$ cat config.mk
export PLATFORM = sky130hd
export DESIGN_NAME = uart_rx
export DESIGN_NICKNAME = d
export VERILOG_FILES = /design/src/verilog/uart_rx_pkg.sv /design/src/verilog/uart_rx_tick_gen.sv /design/src/verilog/uart_rx_sampler.sv /design/src/verilog/uart_rx_framer.sv /design/src/verilog/uart_rx_fifo.sv /design/src/verilog/uart_rx.sv
export SDC_FILE = /design/constraint.sdc
export NUM_CORES = 1
export LEC_CHECK = 0
export BUFFER_PORTS_ARGS = -buffer_cell sky130_fd_sc_hd__buf_4
export CAP_MARGIN = 5
export CELL_PAD_IN_SITES_DETAIL_PLACEMENT = 0
export CELL_PAD_IN_SITES_GLOBAL_PLACEMENT = 1
export CORE_UTILIZATION = 29
export CTS_BUF_LIST = sky130_fd_sc_hd__clkbuf_16
export CTS_CLUSTER_DIAMETER = 100
export CTS_CLUSTER_SIZE = 24
export DETAILED_ROUTE_END_ITERATION = 6
export PLACE_DENSITY_LB_ADDON = 0.05
export SLEW_MARGIN = 20
export SYNTH_ARGS = -nofsm -noshare
export SYNTH_HDL_FRONTEND = slang
export SYNTH_SLANG_ARGS = --single-unit
$ cat constraint.sdc
create_clock -name clk_i -period 7.1 [get_ports clk_i]
set_clock_uncertainty 0.05 [all_clocks]
set_input_delay 1.065 -clock clk_i [delete_from_list [all_inputs] [get_ports clk_i]]
set_output_delay 1.065 -clock clk_i [all_outputs]
set_load 0.01 [all_outputs]
$ cat src/verilog/uart_rx_pkg.sv
// Fixed 16x oversampling; cfg must stay stable while a character is on the line
`default_nettype none

package uart_rx_pkg;

  // --------------------
  // Oversampling
  // --------------------
  localparam int OVERSAMPLE         = 16; // Ticks per bit
  localparam int SAMPLE_START_PHASE = 5;  // First majority sample
  localparam int SAMPLE_END_PHASE   = 7;  // Last majority sample
  localparam int CENTER_PHASE       = 8;  // Bit centre
  localparam int START_LOAD_PHASE   = 2;  // Offset for late edge detection

  localparam int DIV_W = 16; // Tick divisor width

  // --------------------
  // Configuration
  // --------------------
  typedef enum logic [1:0] {
    PAR_ODD    = 2'b00,
    PAR_EVEN   = 2'b01,
    PAR_FORCE1 = 2'b10,
    PAR_FORCE0 = 2'b11
  } par_mode_e;

  typedef enum logic [1:0] {LEN5, LEN6, LEN7, LEN8} word_len_e;

  typedef enum logic [1:0] {TRIG1, TRIG4, TRIG8, TRIG14} trig_level_e;

  typedef struct packed {
    logic [DIV_W-1:0] divisor;    // Clocks per oversample tick, >= 2
    word_len_e        word_len;
    logic             par_en;
    par_mode_e        par_mode;
    trig_level_e      trig_level;
  } rx_cfg_t;

  // Sampler to framer
  typedef struct packed {
    logic center; // One-clock strobe at bit centre
    logic value;  // Majority-filtered line
  } rx_sample_t;

  // FIFO word, flags on top
  typedef struct packed {
    logic       par_err;
    logic       frame_err;
    logic       brk;
    logic [7:0] data; // Unused upper bits zero
  } rx_char_t;

  typedef enum logic [2:0] {IDLE, START, DATA, PARITY, STOP, RESYNC} rx_state_e;

endpackage

`default_nettype wire

$ cat src/verilog/uart_rx_tick_gen.sv
// Divisor must be at least 2; a new divisor applies after the current period
`timescale 1ns/1ns
`default_nettype none

module uart_rx_tick_gen (
  input  wire logic                           clk_i,
  input  wire logic                           rst_i,
  input  wire logic [uart_rx_pkg::DIV_W-1:0]  divisor_i,
  output logic                                tick_o
);
  import uart_rx_pkg::*;

  logic [DIV_W-1:0] cnt_q; // Clocks left in this period
  logic             tick_q;

  // Down counter that reloads at zero
  always_ff @(posedge clk_i) begin
    if (rst_i) begin
      cnt_q  <= '0;
      tick_q <= 1'b0;
    end else if (cnt_q == '0) begin
      cnt_q  <= divisor_i - 1'b1; // Period of divisor clocks
      tick_q <= 1'b1;
    end else begin
      cnt_q  <= cnt_q - 1'b1;
      tick_q <= 1'b0;
    end
  end

  assign tick_o = tick_q;

endmodule

`default_nettype wire

$ cat src/verilog/uart_rx_sampler.sv
// Needs NR_SYNC_STAGES >= 2; the phase counter runs freely and only start edges realign it
`timescale 1ns/1ns
`default_nettype none

module uart_rx_sampler #(
  parameter int NR_SYNC_STAGES = 2
) (
  input  wire logic              clk_i,
  input  wire logic              rst_i,
  input  wire logic              rxd_i,
  input  wire logic              tick_i,   // Oversample tick
  input  wire logic              hunt_i,   // Framer waits for a start bit
  output logic                   start_o,
  output uart_rx_pkg::rx_sample_t sample_o
);
  import uart_rx_pkg::*;

  localparam int PHASE_W = $clog2(OVERSAMPLE);

  logic [NR_SYNC_STAGES-1:0] sync_q;
  logic                      sync_rxd;
  logic [PHASE_W-1:0]        phase_q;
  logic [1:0]                high_cnt_q; // Ones seen in the sample window
  logic [1:0]                high_sum;
  logic                      filt_q;
  logic                      center_q;

  // --------------------
  // Input synchronizer
  // --------------------
  always_ff @(posedge clk_i) begin
    if (rst_i) begin
      sync_q <= '1; // Idle line is high
    end else begin
      sync_q <= {sync_q[NR_SYNC_STAGES-2:0], rxd_i};
    end
  end

  assign sync_rxd = sync_q[NR_SYNC_STAGES-1];

  // Falling line while hunting marks a start bit
  assign start_o = hunt_i & ~sync_rxd;

  // --------------------
  // Phase and filter
  // --------------------
  assign high_sum = high_cnt_q + {1'b0, sync_rxd}; // Includes the current sample

  always_ff @(posedge clk_i) begin
    if (rst_i) begin
      phase_q    <= '0;
      high_cnt_q <= '0;
      filt_q     <= 1'b1;
      center_q   <= 1'b0;
    end else begin
      center_q <= 1'b0;
      if (start_o) begin
        phase_q <= PHASE_W'(START_LOAD_PHASE); // Realign to the start edge
      end else if (tick_i) begin
        phase_q <= phase_q + 1'b1; // Wraps every bit
        // Open the window with a fresh count
        if (phase_q == PHASE_W'(SAMPLE_START_PHASE)) begin
          high_cnt_q <= {1'b0, sync_rxd};
        end else if (phase_q > PHASE_W'(SAMPLE_START_PHASE) &&
                     phase_q < PHASE_W'(SAMPLE_END_PHASE)) begin
          high_cnt_q <= high_sum;
        end
        // Two of three decides
        if (phase_q == PHASE_W'(SAMPLE_END_PHASE)) begin
          filt_q <= (high_sum >= 2'd2);
        end
        if (phase_q == PHASE_W'(CENTER_PHASE - 1)) begin
          center_q <= 1'b1; // Phase reaches the centre next clock
        end
      end
    end
  end

  assign sample_o.center = center_q;
  assign sample_o.value  = filt_q;

endmodule

`default_nettype wire

$ cat src/verilog/uart_rx_framer.sv
// Checks only the first stop bit; a framing error costs one RESYNC clock before the next hunt
`timescale 1ns/1ns
`default_nettype none

module uart_rx_framer (
  input  wire logic                    clk_i,
  input  wire logic                    rst_i,
  input  wire uart_rx_pkg::rx_cfg_t    cfg_i,
  input  wire logic                    start_i,
  input  wire uart_rx_pkg::rx_sample_t sample_i,
  output logic                         hunt_o,
  output logic                         push_o,
  output uart_rx_pkg::rx_char_t        char_o
);
  import uart_rx_pkg::*;

  rx_state_e  state_q;
  logic [2:0] bit_cnt_q;   // Next data bit index
  logic [2:0] last_bit;
  logic [7:0] rsr_q;       // Receive shift register, LSB first
  logic       par_err_q;
  logic       line_high_q; // Parity bit seen high, breaks out of a break
  logic       par_bad;
  logic       brk_now;
  logic       push_q;
  rx_char_t   char_q;

  // LEN5..LEN8 map to index 4..7
  assign last_bit = {1'b1, cfg_i.word_len};

  // --------------------
  // Parity check
  // --------------------
  always_comb begin
    case (cfg_i.par_mode)
      PAR_ODD:    par_bad = (^rsr_q == sample_i.value);
      PAR_EVEN:   par_bad = (^rsr_q != sample_i.value);
      PAR_FORCE1: par_bad = ~sample_i.value;
      PAR_FORCE0: par_bad = sample_i.value;
      default:    par_bad = 1'b0;
    endcase
  end

  // Data, parity and stop all low
  assign brk_now = ~line_high_q & ~(|rsr_q) & ~sample_i.value;

  // --------------------
  // Frame FSM
  // --------------------
  always_ff @(posedge clk_i) begin
    if (rst_i) begin
      state_q     <= IDLE;
      bit_cnt_q   <= '0;
      par_err_q   <= 1'b0;
      line_high_q <= 1'b0;
      push_q      <= 1'b0;
    end else begin
      push_q <= 1'b0;
      case (state_q)
        IDLE: begin
          if (start_i) state_q <= START;
        end
        START: begin
          if (sample_i.center) begin
            if (!sample_i.value) begin // Start bit confirmed
              state_q     <= DATA;
              bit_cnt_q   <= '0;
              par_err_q   <= 1'b0;
              line_high_q <= 1'b0;
            end else begin
              state_q <= IDLE; // Glitch
            end
          end
        end
        DATA: begin
          if (sample_i.center) begin
            bit_cnt_q <= bit_cnt_q + 1'b1;
            if (bit_cnt_q == last_bit) begin
              state_q <= cfg_i.par_en ? PARITY : STOP;
            end
          end
        end
        PARITY: begin
          if (sample_i.center) begin
            par_err_q   <= par_bad;
            line_high_q <= line_high_q | sample_i.value;
            state_q     <= STOP;
          end
        end
        STOP: begin
          if (sample_i.center) begin
            push_q  <= 1'b1;
            state_q <= sample_i.value ? IDLE : RESYNC;
          end
        end
        RESYNC: state_q <= start_i ? START : IDLE; // Line may still be low
        default: state_q <= IDLE;
      endcase
    end
  end

  // Payload registers
  always_ff @(posedge clk_i) begin
    if (state_q == START && sample_i.center) begin
      rsr_q <= '0; // Upper bits stay zero for short words
    end else if (state_q == DATA && sample_i.center) begin
      rsr_q[bit_cnt_q] <= sample_i.value;
    end
    if (state_q == STOP && sample_i.center) begin
      char_q.data      <= rsr_q;
      char_q.par_err   <= par_err_q;
      char_q.frame_err <= ~sample_i.value;
      char_q.brk       <= brk_now;
    end
  end

  assign hunt_o = (state_q == IDLE) || (state_q == RESYNC);
  assign push_o = push_q;
  assign char_o = char_q;

endmodule

`default_nettype wire

$ cat src/verilog/uart_rx_fifo.sv
// FIFO_DEPTH must be a power of two and at least 14 for every trigger level to be reachable
`timescale 1ns/1ns
`default_nettype none

module uart_rx_fifo #(
  parameter int FIFO_DEPTH = 16
) (
  input  wire logic                     clk_i,
  input  wire logic                     rst_i,
  input  wire logic                     clear_i,
  input  wire logic                     push_i,
  input  wire uart_rx_pkg::rx_char_t    char_i,
  input  wire logic                     pop_i,
  input  wire uart_rx_pkg::trig_level_e trig_level_i,
  output uart_rx_pkg::rx_char_t         char_o,
  output logic                          valid_o,
  output logic                          trigger_o,
  output logic                          overrun_o
);
  import uart_rx_pkg::*;

  localparam int AW    = $clog2(FIFO_DEPTH);
  localparam int CNT_W = $clog2(FIFO_DEPTH + 1);

  rx_char_t           mem [FIFO_DEPTH];
  logic [AW-1:0]      wr_ptr_q, rd_ptr_q;
  logic [CNT_W-1:0]   usage_q;
  logic [CNT_W-1:0]   trig_chars;
  logic               full, empty;
  logic               do_push, do_pop;
  logic               overrun_q;

  assign full    = (usage_q == CNT_W'(FIFO_DEPTH));
  assign empty   = (usage_q == '0);
  assign do_push = push_i & ~full;   // Dropped when full
  assign do_pop  = pop_i & ~empty;   // Ignored when empty

  always_ff @(posedge clk_i) begin
    if (rst_i || clear_i) begin
      wr_ptr_q  <= '0;
      rd_ptr_q  <= '0;
      usage_q   <= '0;
      overrun_q <= 1'b0;
    end else begin
      if (do_push) wr_ptr_q <= wr_ptr_q + 1'b1; // Pointers wrap
      if (do_pop)  rd_ptr_q <= rd_ptr_q + 1'b1;
      usage_q   <= usage_q + CNT_W'(do_push) - CNT_W'(do_pop);
      overrun_q <= push_i & full;
    end
  end

  // Storage
  always_ff @(posedge clk_i) begin
    if (do_push) mem[wr_ptr_q] <= char_i;
  end

  // --------------------
  // Trigger level
  // --------------------
  always_comb begin
    case (trig_level_i)
      TRIG1:   trig_chars = CNT_W'(1);
      TRIG4:   trig_chars = CNT_W'(4);
      TRIG8:   trig_chars = CNT_W'(8);
      TRIG14:  trig_chars = CNT_W'(14);
      default: trig_chars = CNT_W'(1);
    endcase
  end

  assign char_o    = mem[rd_ptr_q]; // Head, meaningful while valid
  assign valid_o   = ~empty;
  assign trigger_o = (usage_q >= trig_chars);
  assign overrun_o = overrun_q;

endmodule

`default_nettype wire

$ cat src/verilog/uart_rx.sv
// Receive only; characters are lost on a full FIFO and overrun_o pulses, the line never stalls
`timescale 1ns/1ns
`default_nettype none

module uart_rx #(
  parameter int NR_SYNC_STAGES = 2,
  parameter int FIFO_DEPTH     = 16
) (
  input  wire logic                 clk_i,
  input  wire logic                 rst_i,
  input  wire uart_rx_pkg::rx_cfg_t cfg_i,
  input  wire logic                 rxd_i,
  input  wire logic                 pop_i,        // Remove FIFO head
  input  wire logic                 fifo_clear_i,
  output uart_rx_pkg::rx_char_t     rx_char_o,
  output logic                      rx_valid_o,
  output logic                      trigger_o,
  output logic                      overrun_o
);
  import uart_rx_pkg::*;

  logic       tick;
  logic       hunt;
  logic       start;
  logic       push;
  rx_sample_t sample;
  rx_char_t   push_char;

  // --------------------
  // Receive chain
  // --------------------
  uart_rx_tick_gen u_tick_gen (
    .clk_i,
    .rst_i,
    .divisor_i (cfg_i.divisor),
    .tick_o    (tick)
  );

  uart_rx_sampler #(
    .NR_SYNC_STAGES (NR_SYNC_STAGES)
  ) u_sampler (
    .clk_i,
    .rst_i,
    .rxd_i,
    .tick_i   (tick),
    .hunt_i   (hunt),
    .start_o  (start),
    .sample_o (sample)
  );

  uart_rx_framer u_framer (
    .clk_i,
    .rst_i,
    .cfg_i,
    .start_i  (start),
    .sample_i (sample),
    .hunt_o   (hunt),
    .push_o   (push),
    .char_o   (push_char)
  );

  uart_rx_fifo #(
    .FIFO_DEPTH (FIFO_DEPTH)
  ) u_fifo (
    .clk_i,
    .rst_i,
    .clear_i      (fifo_clear_i),
    .push_i       (push),
    .char_i       (push_char),
    .pop_i,
    .trig_level_i (cfg_i.trig_level),
    .char_o       (rx_char_o),
    .valid_o      (rx_valid_o),
    .trigger_o,
    .overrun_o
  );

endmodule

`default_nettype wire

# Word level (Yosys, flattened, before mapping)

Memory sizes are Yosys's and may differ from the RTL's. A register that Yosys moved wholly into a read port is not among the register bits.
Index checks and enable logic that the tools add are counted.

Flip-flop bits (word level): 69
Output and inout bits: 14
Word-level logic and storage cells: 142
Memories: 1
Bits of input ports: 28
Memory bits (writable): 176

Memory list:

| memory     | depth | bits a word | read ports | clocked after memory_dff | wr ports | RTL line           | RTL |
|---|---|---|---|---|---|---|---|
| u_fifo.mem | 16    | 11          | 1          | 1                        | 1        | uart_rx_fifo.sv:25 | `rx_char_t mem [FIFO_DEPTH];` |

Reduce and logical (&&, ||, !) cells: 26
Add/subtract/negate cells: 9
Equal/unequal tests: 24
Order comparisons: 6
Mux-type cells: 38
Bitwise gates (word level): 16

Operators with widths:

| operator                                            | count |
|---|---|
| 2-to-1 mux 3 bit                                    | 11 |
| subtractor 16 x 1 -> 16 bit, second input constant  | 2 |
| case mux 5 bit (4 select lines)                     | 1 |
| case mux 3 bit (6 select lines)                     | 1 |
| zero test 16 bit                                    | 1 |
| 2-to-1 mux 16 bit                                   | 1 |
| adder 4 x 1 -> 4 bit, second input constant         | 3 |
| 2-to-1 mux 1 bit                                    | 11 |
| 2-to-1 mux 2 bit                                    | 5 |
| != test 2 bit, second input constant                | 5 |
| NOT 1 bit                                           | 9 |
| bitwise mux 8 bit                                   | 1 |
| equality test 2 bit, second input constant          | 4 |
| equality test 4 x 3 -> 1 bit, second input constant | 2 |
| 2-to-1 mux 4 bit                                    | 2 |
| AND reduction 4 bit                                 | 2 |
| nonzero test 2 bit                                  | 4 |
| OR reduction 8 bit                                  | 1 |
| parity 8 bit                                        | 1 |
| bitwise AND 1 bit                                   | 6 |
| equality test 3 x 2 -> 1 bit, second input constant | 2 |
| equality test 3 bit, second input constant          | 2 |
| case mux 3 bit (2 select lines)                     | 1 |
| AND reduction 3 bit                                 | 2 |
| 29 further kinds                                    | 39 |

# Logic depth before layout (Yosys ltp)

Gate-level depths: netlist of run 1.

Word-level depth: 5
Mapped depth: 16
Mapped depth without buffers: 15

# Hierarchy

Synthesis of run 1 repeated with hierarchy kept, for this count alone.

Cell total of the unflattened synthesis: 731
Area total of the unflattened synthesis: 10806.6 sq um

Modules (own cells, without submodules):

| module           | cells each | area each (sq um) | instances | seq. area each (sq um) |
|---|---|---|---|---|
| uart_rx_fifo     | 400        | 7797.5            | 1         | 5645.4 |
| uart_rx_framer   | 141        | 1383.8            | 1         | 670.6 |
| uart_rx_tick_gen | 140        | 1124.8            | 1         | 340.3 |
| uart_rx_sampler  | 50         | 500.5             | 1         | 200.2 |

# Worst setup path after synthesis of run 1

Ideal clock, no wire load.

Path kind: input port to output port
Start: input cfg_i[0] (netlist bit)
End: output trigger_o
Path buffers: 0
Cell stages on the path: 7
Required time: 5985 ps
Arrival: 1905 ps
Path slack: 4080 ps
Cells stage by stage: nor2_1 -> ha_1 -> nand2b_1 -> a21oi_1 -> nor2b_1 -> o21ai_0 -> nand2_1

Longest elaborated chain between the ends: 3
Elaborated cells on any way between the ends: 6
Classes of those cells: order compare (1); eq/ne (3); mux (1); reduce/logical (1)

Ends and longest elaborated chain:

| what                                        | RTL line           | RTL |
|---|---|---|
| start, declared                             | uart_rx.sv:11      | `input wire uart_rx_pkg::rx_cfg_t cfg_i,` |
| equality test 2 bit (tied with other cells) | uart_rx_fifo.sv:61 | `case (trig_level_i)` |
| case mux 5 bit (4 select lines) *           | uart_rx_fifo.sv:61 |  |
| >= comparator 5 bit *                       | uart_rx_fifo.sv:72 | `assign trigger_o = (usage_q >= trig_chars);` |
| end, declared                               | uart_rx.sv:17      | `output logic trigger_o,` |

Mark *: on every way between the ends. The rest lies on a longest branch, timed or not. The select of a mux whose other input is x is not followed.

==> flow_metrics.tcl, run 1 <==
set metrics [dict create \
    outcome "finished clean" \
    holdPathStages 1 \
    maxCapViolations 0 \
    postSynthCellCount 673 \
    cp-end-kind "output pin" \
    hp-class "reg2reg" \
    ctsLongestPathBuffers 3 \
    worst_slew_pin_slew_ps 1120 \
    synth-seq-cells 249 \
    antennaDiodeCount 0 \
    reg2reg_depth 6 \
    clk_pin_slew_ps 100 \
    drive_gt1_share_pct 21.7 \
    drtPass1Iterations 4 \
    wl_per_cell_microns 20.2 \
    core-area_sq_um 35400 \
    ys.flop_type "edfxtp_1" \
    area_delta_synth_final_pct 12.3 \
    antenna_found_initial 0 \
    wl_mm 23.8 \
    cts.sinks 249 \
    p_per_area_nw_per_um2 272 \
    fin_nets 758 \
    synth-seq-area-share_pct 65.9 \
    crit_type "reg2out" \
    root_buffer "clkbuf_16" \
    grt_max_degree 45 \
    grt_pass1_wl_mm 36.3 \
    drtAntennaViolNets 0 \
    cts_resized 0 \
    clk_latency_ps 500 \
    total_power_mw 3.18 \
    avgSynthCellArea_sq_um 15.5 \
    h-tree-depth 1 \
    cts_made_buffers 15 \
    rows 69 \
    p_sw_share_pct 27.9 \
    critPathLaunchType "flip-flop" \
    fill_cells 3453 \
    worstPathMaxFanout 38 \
    post-route-period-util_pct 57.9 \
    syn_nets 726 \
    vias 5594 \
    place_area_sq_um 11200 \
    final_cell_area_sq_um 11700 \
    drt_iter0_drc 390 \
    grtUsageTotal_pct 13.3 \
    die_area_sq_um 36600 \
    final.setup.tns_ps 0 \
    fin_crit_ps 4110 \
    io_buffers 41 \
    async_reset_ff_share_pct 0 \
    drc 0 \
    die_w_microns 191 \
    gp_congestion 0.720 \
    cts_tree "yes" \
    required_ps 5980 \
    netSwitchingPower_mw 0.889 \
    post_cts_buffers 0 \
    worstPathArrival_ps 2990 \
    vias_per_cell 4.76 \
    syn_area_sq_um 10400 \
    slew_headroom_pct 25.3 \
    die_y_microns 191 \
    fmax_mhz 243 \
    p_comb_share_pct 19.6 \
    synth_edf_count 187 \
    hold_viol 0 \
    yosys_warnings 0 \
    rsz0062_at_grt "false" \
    power_frac_seq_pct 51.8 \
    io_pins 42 \
    fin_util_pct 33.0 \
    leakagePower_nw 3.80 \
    overflow 0 \
    clkPwrFrac_pct 28.6 \
    power.internal_mw 2.29 \
    peakVddDrop_uv 139 \
    yosys-top-cells-area "edfxtp_1 54%, dfxtp_1 12%, mux4_2 12%, ha_1 2.9%, nor2_1 2.5%" \
    cts_hold_buf 0 \
    ys_types 60 \
    synth_top_cell_by_area "edfxtp_1" \
    dp_hpwl_mm 14.6 \
    grt_pass1_vias 5923 \
    synth_top_area_share_pct 54.0 \
    start_util_pct 29.4 \
    setup_viol_count_final 0 \
    slew_violations 0 \
]
[cell usage in the layout (no fill, tap or decap), types with 7 or more instances in the layout]
cell type and count:
mux4_2 55, a21oi_1 24, ha_1 24, xor2_1 14, o21ai_0 12, nor2_1 61, xnor2_1 13, inv_1 33
nor3_1 15, dfxtp_1 60, buf_4 49, mux2i_1 11, edfxtp_1 187, nand2_1 24, and3_1 7, nor2_2 7
clkbuf_16 15
[Yosys cell counts (all sizes together) (3+ instances only)]
master and number:
o21ai 12, mux4 55, nor2b 3, a211oi 7, and2 7, nand2b 6, nor2 69, nor3b 6
and3 7, nand3 7, nor3 22, nand4 6, buf 11, mux2i 11, xnor2 13, nand2 24
or2 6, dfxtp 62, xor2 14, clkbuf 23, a31oi 4, inv 26, a21o 6, ha 24
nand3b 4, edfxtp 187, a21oi 26
[final timing paths]
kind                                     startpoint             endpoint  slack [ps]
worst min-delay path            u_sampler.sync_q[0]  u_sampler.sync_q[1]         370
worst max-delay path                      flip-flop         rx_char_o[9]        2990
worst min register to register  u_sampler.sync_q[0]  u_sampler.sync_q[1]         370
worst max register to register    u_fifo.usage_q[2]    u_fifo.mem[14][9]        3950
[cells by family after synthesis]
kind of cell    share of synthesized area [%]
mux                                      13.0
flops                                    65.9
xor+xnor                                 2.27
buf+inv                                  2.78
compound gates                           4.45
simple gates                             8.57
fa+ha+maj                                3.08
[flip-flops by register name, indices dropped and copies added (netlist names), named ones only]
name and count:
u_framer.rsr_q 8, u_framer.push_o 1, u_sampler.sync_q 2, u_framer.bit_cnt_q 3
u_fifo.mem 176, u_framer.state_q 3, u_tick_gen.cnt_q 16, u_sampler.high_cnt_q 2
u_framer.line_high_q 1, u_tick_gen.tick_o 1, u_sampler.center_q 1, u_framer.par_err_q 1
u_fifo.wr_ptr_q 4, u_framer.char_o 11, u_fifo.overrun_o 1, u_fifo.rd_ptr_q 4
u_sampler.filt_q 1, u_sampler.phase_q 4, u_fifo.usage_q 5
[critical path, cell delays in order, from the launching register on]
cell     delay (ps)
dfxtp_2         490
buf_4           680
mux4_2          590
mux4_2          540
buf_4           170
[stage by stage]
step	cells	worst slack, ps	hold WS (ps)
final	1175	2990	373
after global routing	1175	2770	394
after CTS	1175	2870	377
after detailed placement	1149	3440	352
after global placement	1149	3470	353
after floorplan	673	4080	339
[power groups by stage]
stage                     combinational, mW  clock [mW]  sequential, mW
after floorplan                       0.532           0            1.66
after global placement                0.620           0            1.68
after detailed placement              0.626           0            1.68
after CTS                             0.632       0.958            1.65
after global routing                  0.697       0.995            1.66
final                                 0.624       0.910            1.65
[metal layers]
layer / part of all wire (%) / GRT usage, %
met5: 0 / 0
met4: 2.1 / 3.33
met3: 4.2 / 1.85
met2: 48 / 22.4
met1: 46 / 18.0
[cell type report]
| type | instances | area (sq um) | share of cell area, % |
|---|---|---|---|
| well taps | 461 | 577 | 4.93 |
| clock inverters | 11 | 83.8 | 0.717 |
| flip-flops and latches | 249 | 6860 | 58.7 |
| inverters | 26 | 97.6 | 0.835 |
| clock buffers | 15 | 375 | 3.21 |
| repair buffers | 49 | 368 | 3.15 |
| multi-input cells | 364 | 3330 | 28.5 |
Note: power is estimated with default switching activity, not from simulation.
==> run 2: changes to the inputs <==
- clock period: 7.1 -> 3.9 ns (I/O delays scaled with it)
==> flow_metrics.tcl, run 2 (synthesis gave the netlist of run 1 again) <==
set metrics [dict create \
    overflow 0 \
    h-tree-depth 1 \
    p_comb_share_pct 19.8 \
    p_per_area_nw_per_um2 492 \
    rsz0062_at_grt "false" \
    vias 5605 \
    cts_tree "yes" \
    fin_util_pct 33.2 \
    die_y_microns 191 \
    wl_mm 23.5 \
    root_buffer "clkbuf_16" \
    wl_per_cell_microns 19.9 \
    hold_path.startpoint "rxd_i" \
    slew_violations 0 \
    slew_headroom_pct 40.7 \
    hold_viol 0 \
    leakagePower_nw 3.88 \
    grt_pass1_vias 5866 \
    worstPathMaxFanout 19 \
    path_buf_inv 2 \
    clkPwrFrac_pct 28.1 \
    drtPass1Iterations 6 \
    netSwitchingPower_mw 1.61 \
    drc 0 \
    rows 69 \
    cts_hold_buf 0 \
    crit_family "multiplexers" \
    area_delta_synth_final_pct 12.9 \
    post-route-period-util_pct 85.6 \
    required_ps 3260 \
    cts_resized 0 \
    gp_congestion 0.717 \
    fin_nets 771 \
    clk_pin_slew_ps 90 \
    p_sw_share_pct 27.8 \
    die_w_microns 191 \
    hp-class "in2reg" \
    io_pins 42 \
    clk_latency_ps 500 \
    peakVddDrop_uv 247 \
    cts_made_buffers 15 \
    post_cts_buffers 0 \
    drtAntennaViolNets 0 \
    grtUsageTotal_pct 13.4 \
    cts.sinks 249 \
    layout_common_cells "187 x edfxtp_1, 69 x nor2_1, 60 x dfxtp_1" \
    layout_commonest_cell "edfxtp_1" \
    worst_slew_pin_slew_ps 888 \
    fmax_mhz 300 \
    grt_pass1_wl_mm 36.8 \
    drive_gt1_share_pct 22.0 \
    vias_per_cell 4.74 \
    start_util_pct 29.4 \
    power.internal_mw 4.18 \
    largest_reg_flops 176 \
    worstPathArrival_ps 2700 \
    regMostFlops "u_fifo.mem" \
    critPathMaxStageDelay_ps 710 \
    drt_iter0_drc 306 \
    ctsLongestPathBuffers 3 \
    crit_path_cell_trace "buf_12 -> mux4_2 -> mux4_2 -> buf_4" \
    power_frac_seq_pct 52.1 \
    critPathLaunchType "flip-flop" \
    cp-end-kind "output pin" \
    antennaDiodeCount 0 \
    die_area_sq_um 36600 \
    maxCapViolations 0 \
    grt_max_degree 37 \
    outcome "finished clean" \
    cp_slowest_cell "dfxtp_2" \
    fin_crit_ps 3340 \
    final.setup.tns_ps 0 \
    crit_type "reg2out" \
    dp_hpwl_mm 14.8 \
    antenna_found_initial 0 \
    fill_cells 3437 \
    io_buffers 41 \
    setup_viol_count_final 0 \
    r2r_start "u_fifo.usage_q[3]" \
    core-area_sq_um 35400 \
    cp_common_cell "mux4_2" \
]
==> run 2: cell count changes in the layout (fill, tap and decap cells not counted), sizes merged <==
cell	before	now
inv	35	32
buf	49	62
clkinv	2	0
==> run 2: power by group through the flow <==
stage / combinational, mW / clock (mW) / sequential [mW]
6_report: 1.15 / 1.62 / 3.01
2_1_floorplan: 0.968 / 0 / 3.02
4_1_cts: 1.16 / 1.71 / 3.01
3_3_place_gp: 1.15 / 0 / 3.07
5_1_grt: 1.29 / 1.77 / 3.03
3_5_place_dp: 1.15 / 0 / 3.07
==> run 2: final timing paths <==
path                                       endpoint  slack, ps  depth (start not counted)
worst max register to register    u_fifo.usage_q[4]       1010                         15
worst min-delay path            u_sampler.sync_q[0]        230                          2
worst min register to register  u_sampler.sync_q[1]        360                          1
worst max-delay path                   rx_char_o[5]        560                          4
==> run 2: metal layers <==
metal	routed length (microns)	GRT usage, %	vias up
li1	-	-	2635
met2	11100	22.0	76
met5	0	0	-
met1	11400	18.9	2868
met4	522	3.48	0
met3	492	1.54	26
==> run 2: final cells by class <==
type / count / area [sq um] / share of cell area (%)
clock buffers: 15 / 375 / 3.20
clock inverters: 6 / 52.6 / 0.447
inverters: 26 / 97.6 / 0.831
multi-input cells: 364 / 3280 / 27.9
flip-flops and latches: 249 / 6860 / 58.4
well taps: 461 / 577 / 4.91
repair buffers: 62 / 503 / 4.28
==> run 2: metrics by stage <==
step	std cells	instance area (sq um)	hold WS, ps	setup slack (ps)	total power [mW]
2_1_floorplan	673	10400	339	1050	3.99
3_5_place_dp	1162	11300	357	1010	4.22
4_1_cts	1183	11700	215	495	5.88
6_report	1183	11700	233	563	5.78
5_1_grt	1183	11700	232	424	6.09
3_3_place_gp	1162	11300	352	1040	4.22
==> run 3: changes to the inputs <==
- clock period: 3.9 -> 2.9 ns (I/O delays scaled with it)
==> flow_metrics.tcl, run 3 (synthesis gave the netlist of run 1 again) <==
set metrics [dict create \
    layout_commonest_cell "edfxtp_1" \
    drc 0 \
    vias 5632 \
    root_buffer "clkbuf_16" \
    layout_common_cells "187 x edfxtp_1, 69 x nor2_1, 62 x buf_4" \
    r2r_slack_ps 160 \
    setup_viol_count_final 0 \
    die_y_microns 191 \
    maxCapViolations 0 \
    worstPathArrival_ps 2350 \
    grt_pass1_vias 6038 \
    cp-end-kind "output pin" \
    hold_viol 0 \
    crit_type "reg2out" \
    top_layer "met4" \
    io_buffers 41 \
    r2r_start "u_fifo.usage_q[2]" \
    wl_met2_mm 12.0 \
    wl_per_cell_microns 19.8 \
    layout.cells.non_filler 1203 \
    m1WireLength_mm 11.0 \
    total_power_mw 7.91 \
    wl_mm 23.8 \
    dr_wl_met3_microns 620 \
    vias_per_cell 4.68 \
    h-tree-depth 1 \
    clk_latency_ps 490 \
    reg2reg_depth 15 \
    p_per_area_nw_per_um2 660 \
    drtPass1Iterations 5 \
    outcome "finished clean" \
    leakagePower_nw 4.01 \
    overflow 0 \
    drive_gt1_share_pct 24.8 \
    start_util_pct 29.4 \
    cts.sinks 249 \
    peakVddDrop_uv 278 \
    largest_reg_flops 176 \
    core-area_sq_um 35400 \
    worstPathMaxFanout 13 \
    grt_pass1_wl_mm 37.0 \
    drtAntennaViolNets 0 \
    cts_made_buffers 15 \
    grtUsageTotal_pct 13.4 \
    rows 69 \
    fin_nets 786 \
    hp-class "in2reg" \
    place_inst 1174 \
    clk_pin_slew_ps 100 \
    required_ps 2410 \
    grt_max_degree 37 \
    gp_congestion 0.701 \
    slew_headroom_pct 60.7 \
    critPathLaunchType "flip-flop" \
    antenna_found_initial 0 \
    worst_slew_pin_slew_ps 590 \
    regMostFlops "u_fifo.mem" \
    die_area_sq_um 36600 \
    area_delta_synth_final_pct 15.2 \
    cts_tree "yes" \
    ctsLongestPathBuffers 3 \
    regToRegEndpoint "u_fifo.usage_q[4]" \
    drt_iter0_drc 336 \
    die_w_microns 191 \
    dp_hpwl_mm 15.5 \
    antennaDiodeCount 0 \
    io_pins 42 \
    endpoint "rx_char_o[9]" \
    post-route-period-util_pct 97.8 \
    cts_hold_buf 0 \
    slew_violations 0 \
    fmax_mhz 353 \
    rsz0062_at_grt "true" \
    final.setup.tns_ps 0 \
    fin_util_pct 33.9 \
    fin_crit_ps 2840 \
]
==> run 3: report_power, final <==
| group | switching, mW | internal (mW) |
|---|---|---|
| registers | 0.124 | 3.91 |
| logic | 0.841 | 0.816 |
| clock network | 1.23 | 0.992 |
| total | 2.20 | 5.71 |
==> run 3: how the worst min path moves through the flow <==
| stage | from | end | slack (ps) | depth (start not counted) |
|---|---|---|---|---|
| 2_1_floorplan | u_sampler.sync_q[0] | u_sampler.sync_q[1] | 340 | 1 |
| 3_3_place_gp | u_sampler.sync_q[0] | u_sampler.sync_q[1] | 350 | 1 |
| 3_5_place_dp | u_sampler.sync_q[0] | u_sampler.sync_q[1] | 350 | 1 |
| 4_1_cts | rxd_i | u_sampler.sync_q[0] | 60 | 2 |
| 5_1_grt | rxd_i | u_sampler.sync_q[0] | 70 | 2 |
| 6_report | rxd_i | u_sampler.sync_q[0] | 80 | 2 |
==> run 3: critical path: stages (launching register included) <==
cell and delay [ps]:
dfxtp_4 450, buf_12 200, mux4_2 520, mux4_2 530, buf_6 150
==> run 3: cell type report <==
| type | count | area, sq um |
|---|---|---|
| flip-flops and latches | 249 | 6860 |
| well taps | 461 | 577 |
| inverters | 26 | 97.6 |
| clock inverters | 11 | 81.3 |
| multi-input cells | 364 | 3290 |
| fillers | 3459 | 23400 |
| clock buffers | 15 | 375 |
| repair buffers | 77 | 698 |
==> run 3: routing by layer <==
metal	up-vias	global-route usage, %
met5	-	0
met4	0	2.41
met3	15	1.69
met2	65	23.6
met1	2891	17.8
li1	2661	-
==> run 3: through the flow <==
step	hold slack (ps)	setup slack [ps]	area, sq um
3_5_place_dp	349	72.2	11400
3_3_place_gp	351	113	11400
6_report	83.1	64.3	12000
2_1_floorplan	339	49.2	10400
5_1_grt	71.3	-23.9	12000
4_1_cts	58.4	-7.65	11900
==> run 3: timing repair <==
| item | 4_1_cts | 5_1_grt |
|---|---|---|
| setup buffers | 1 | 1 |
| pin swaps | 0 | 1 |
| gates resized for setup | 2 | 18 |
| setup endpoints to repair | 11 | 11 |
| cloned | 1 | 0 |
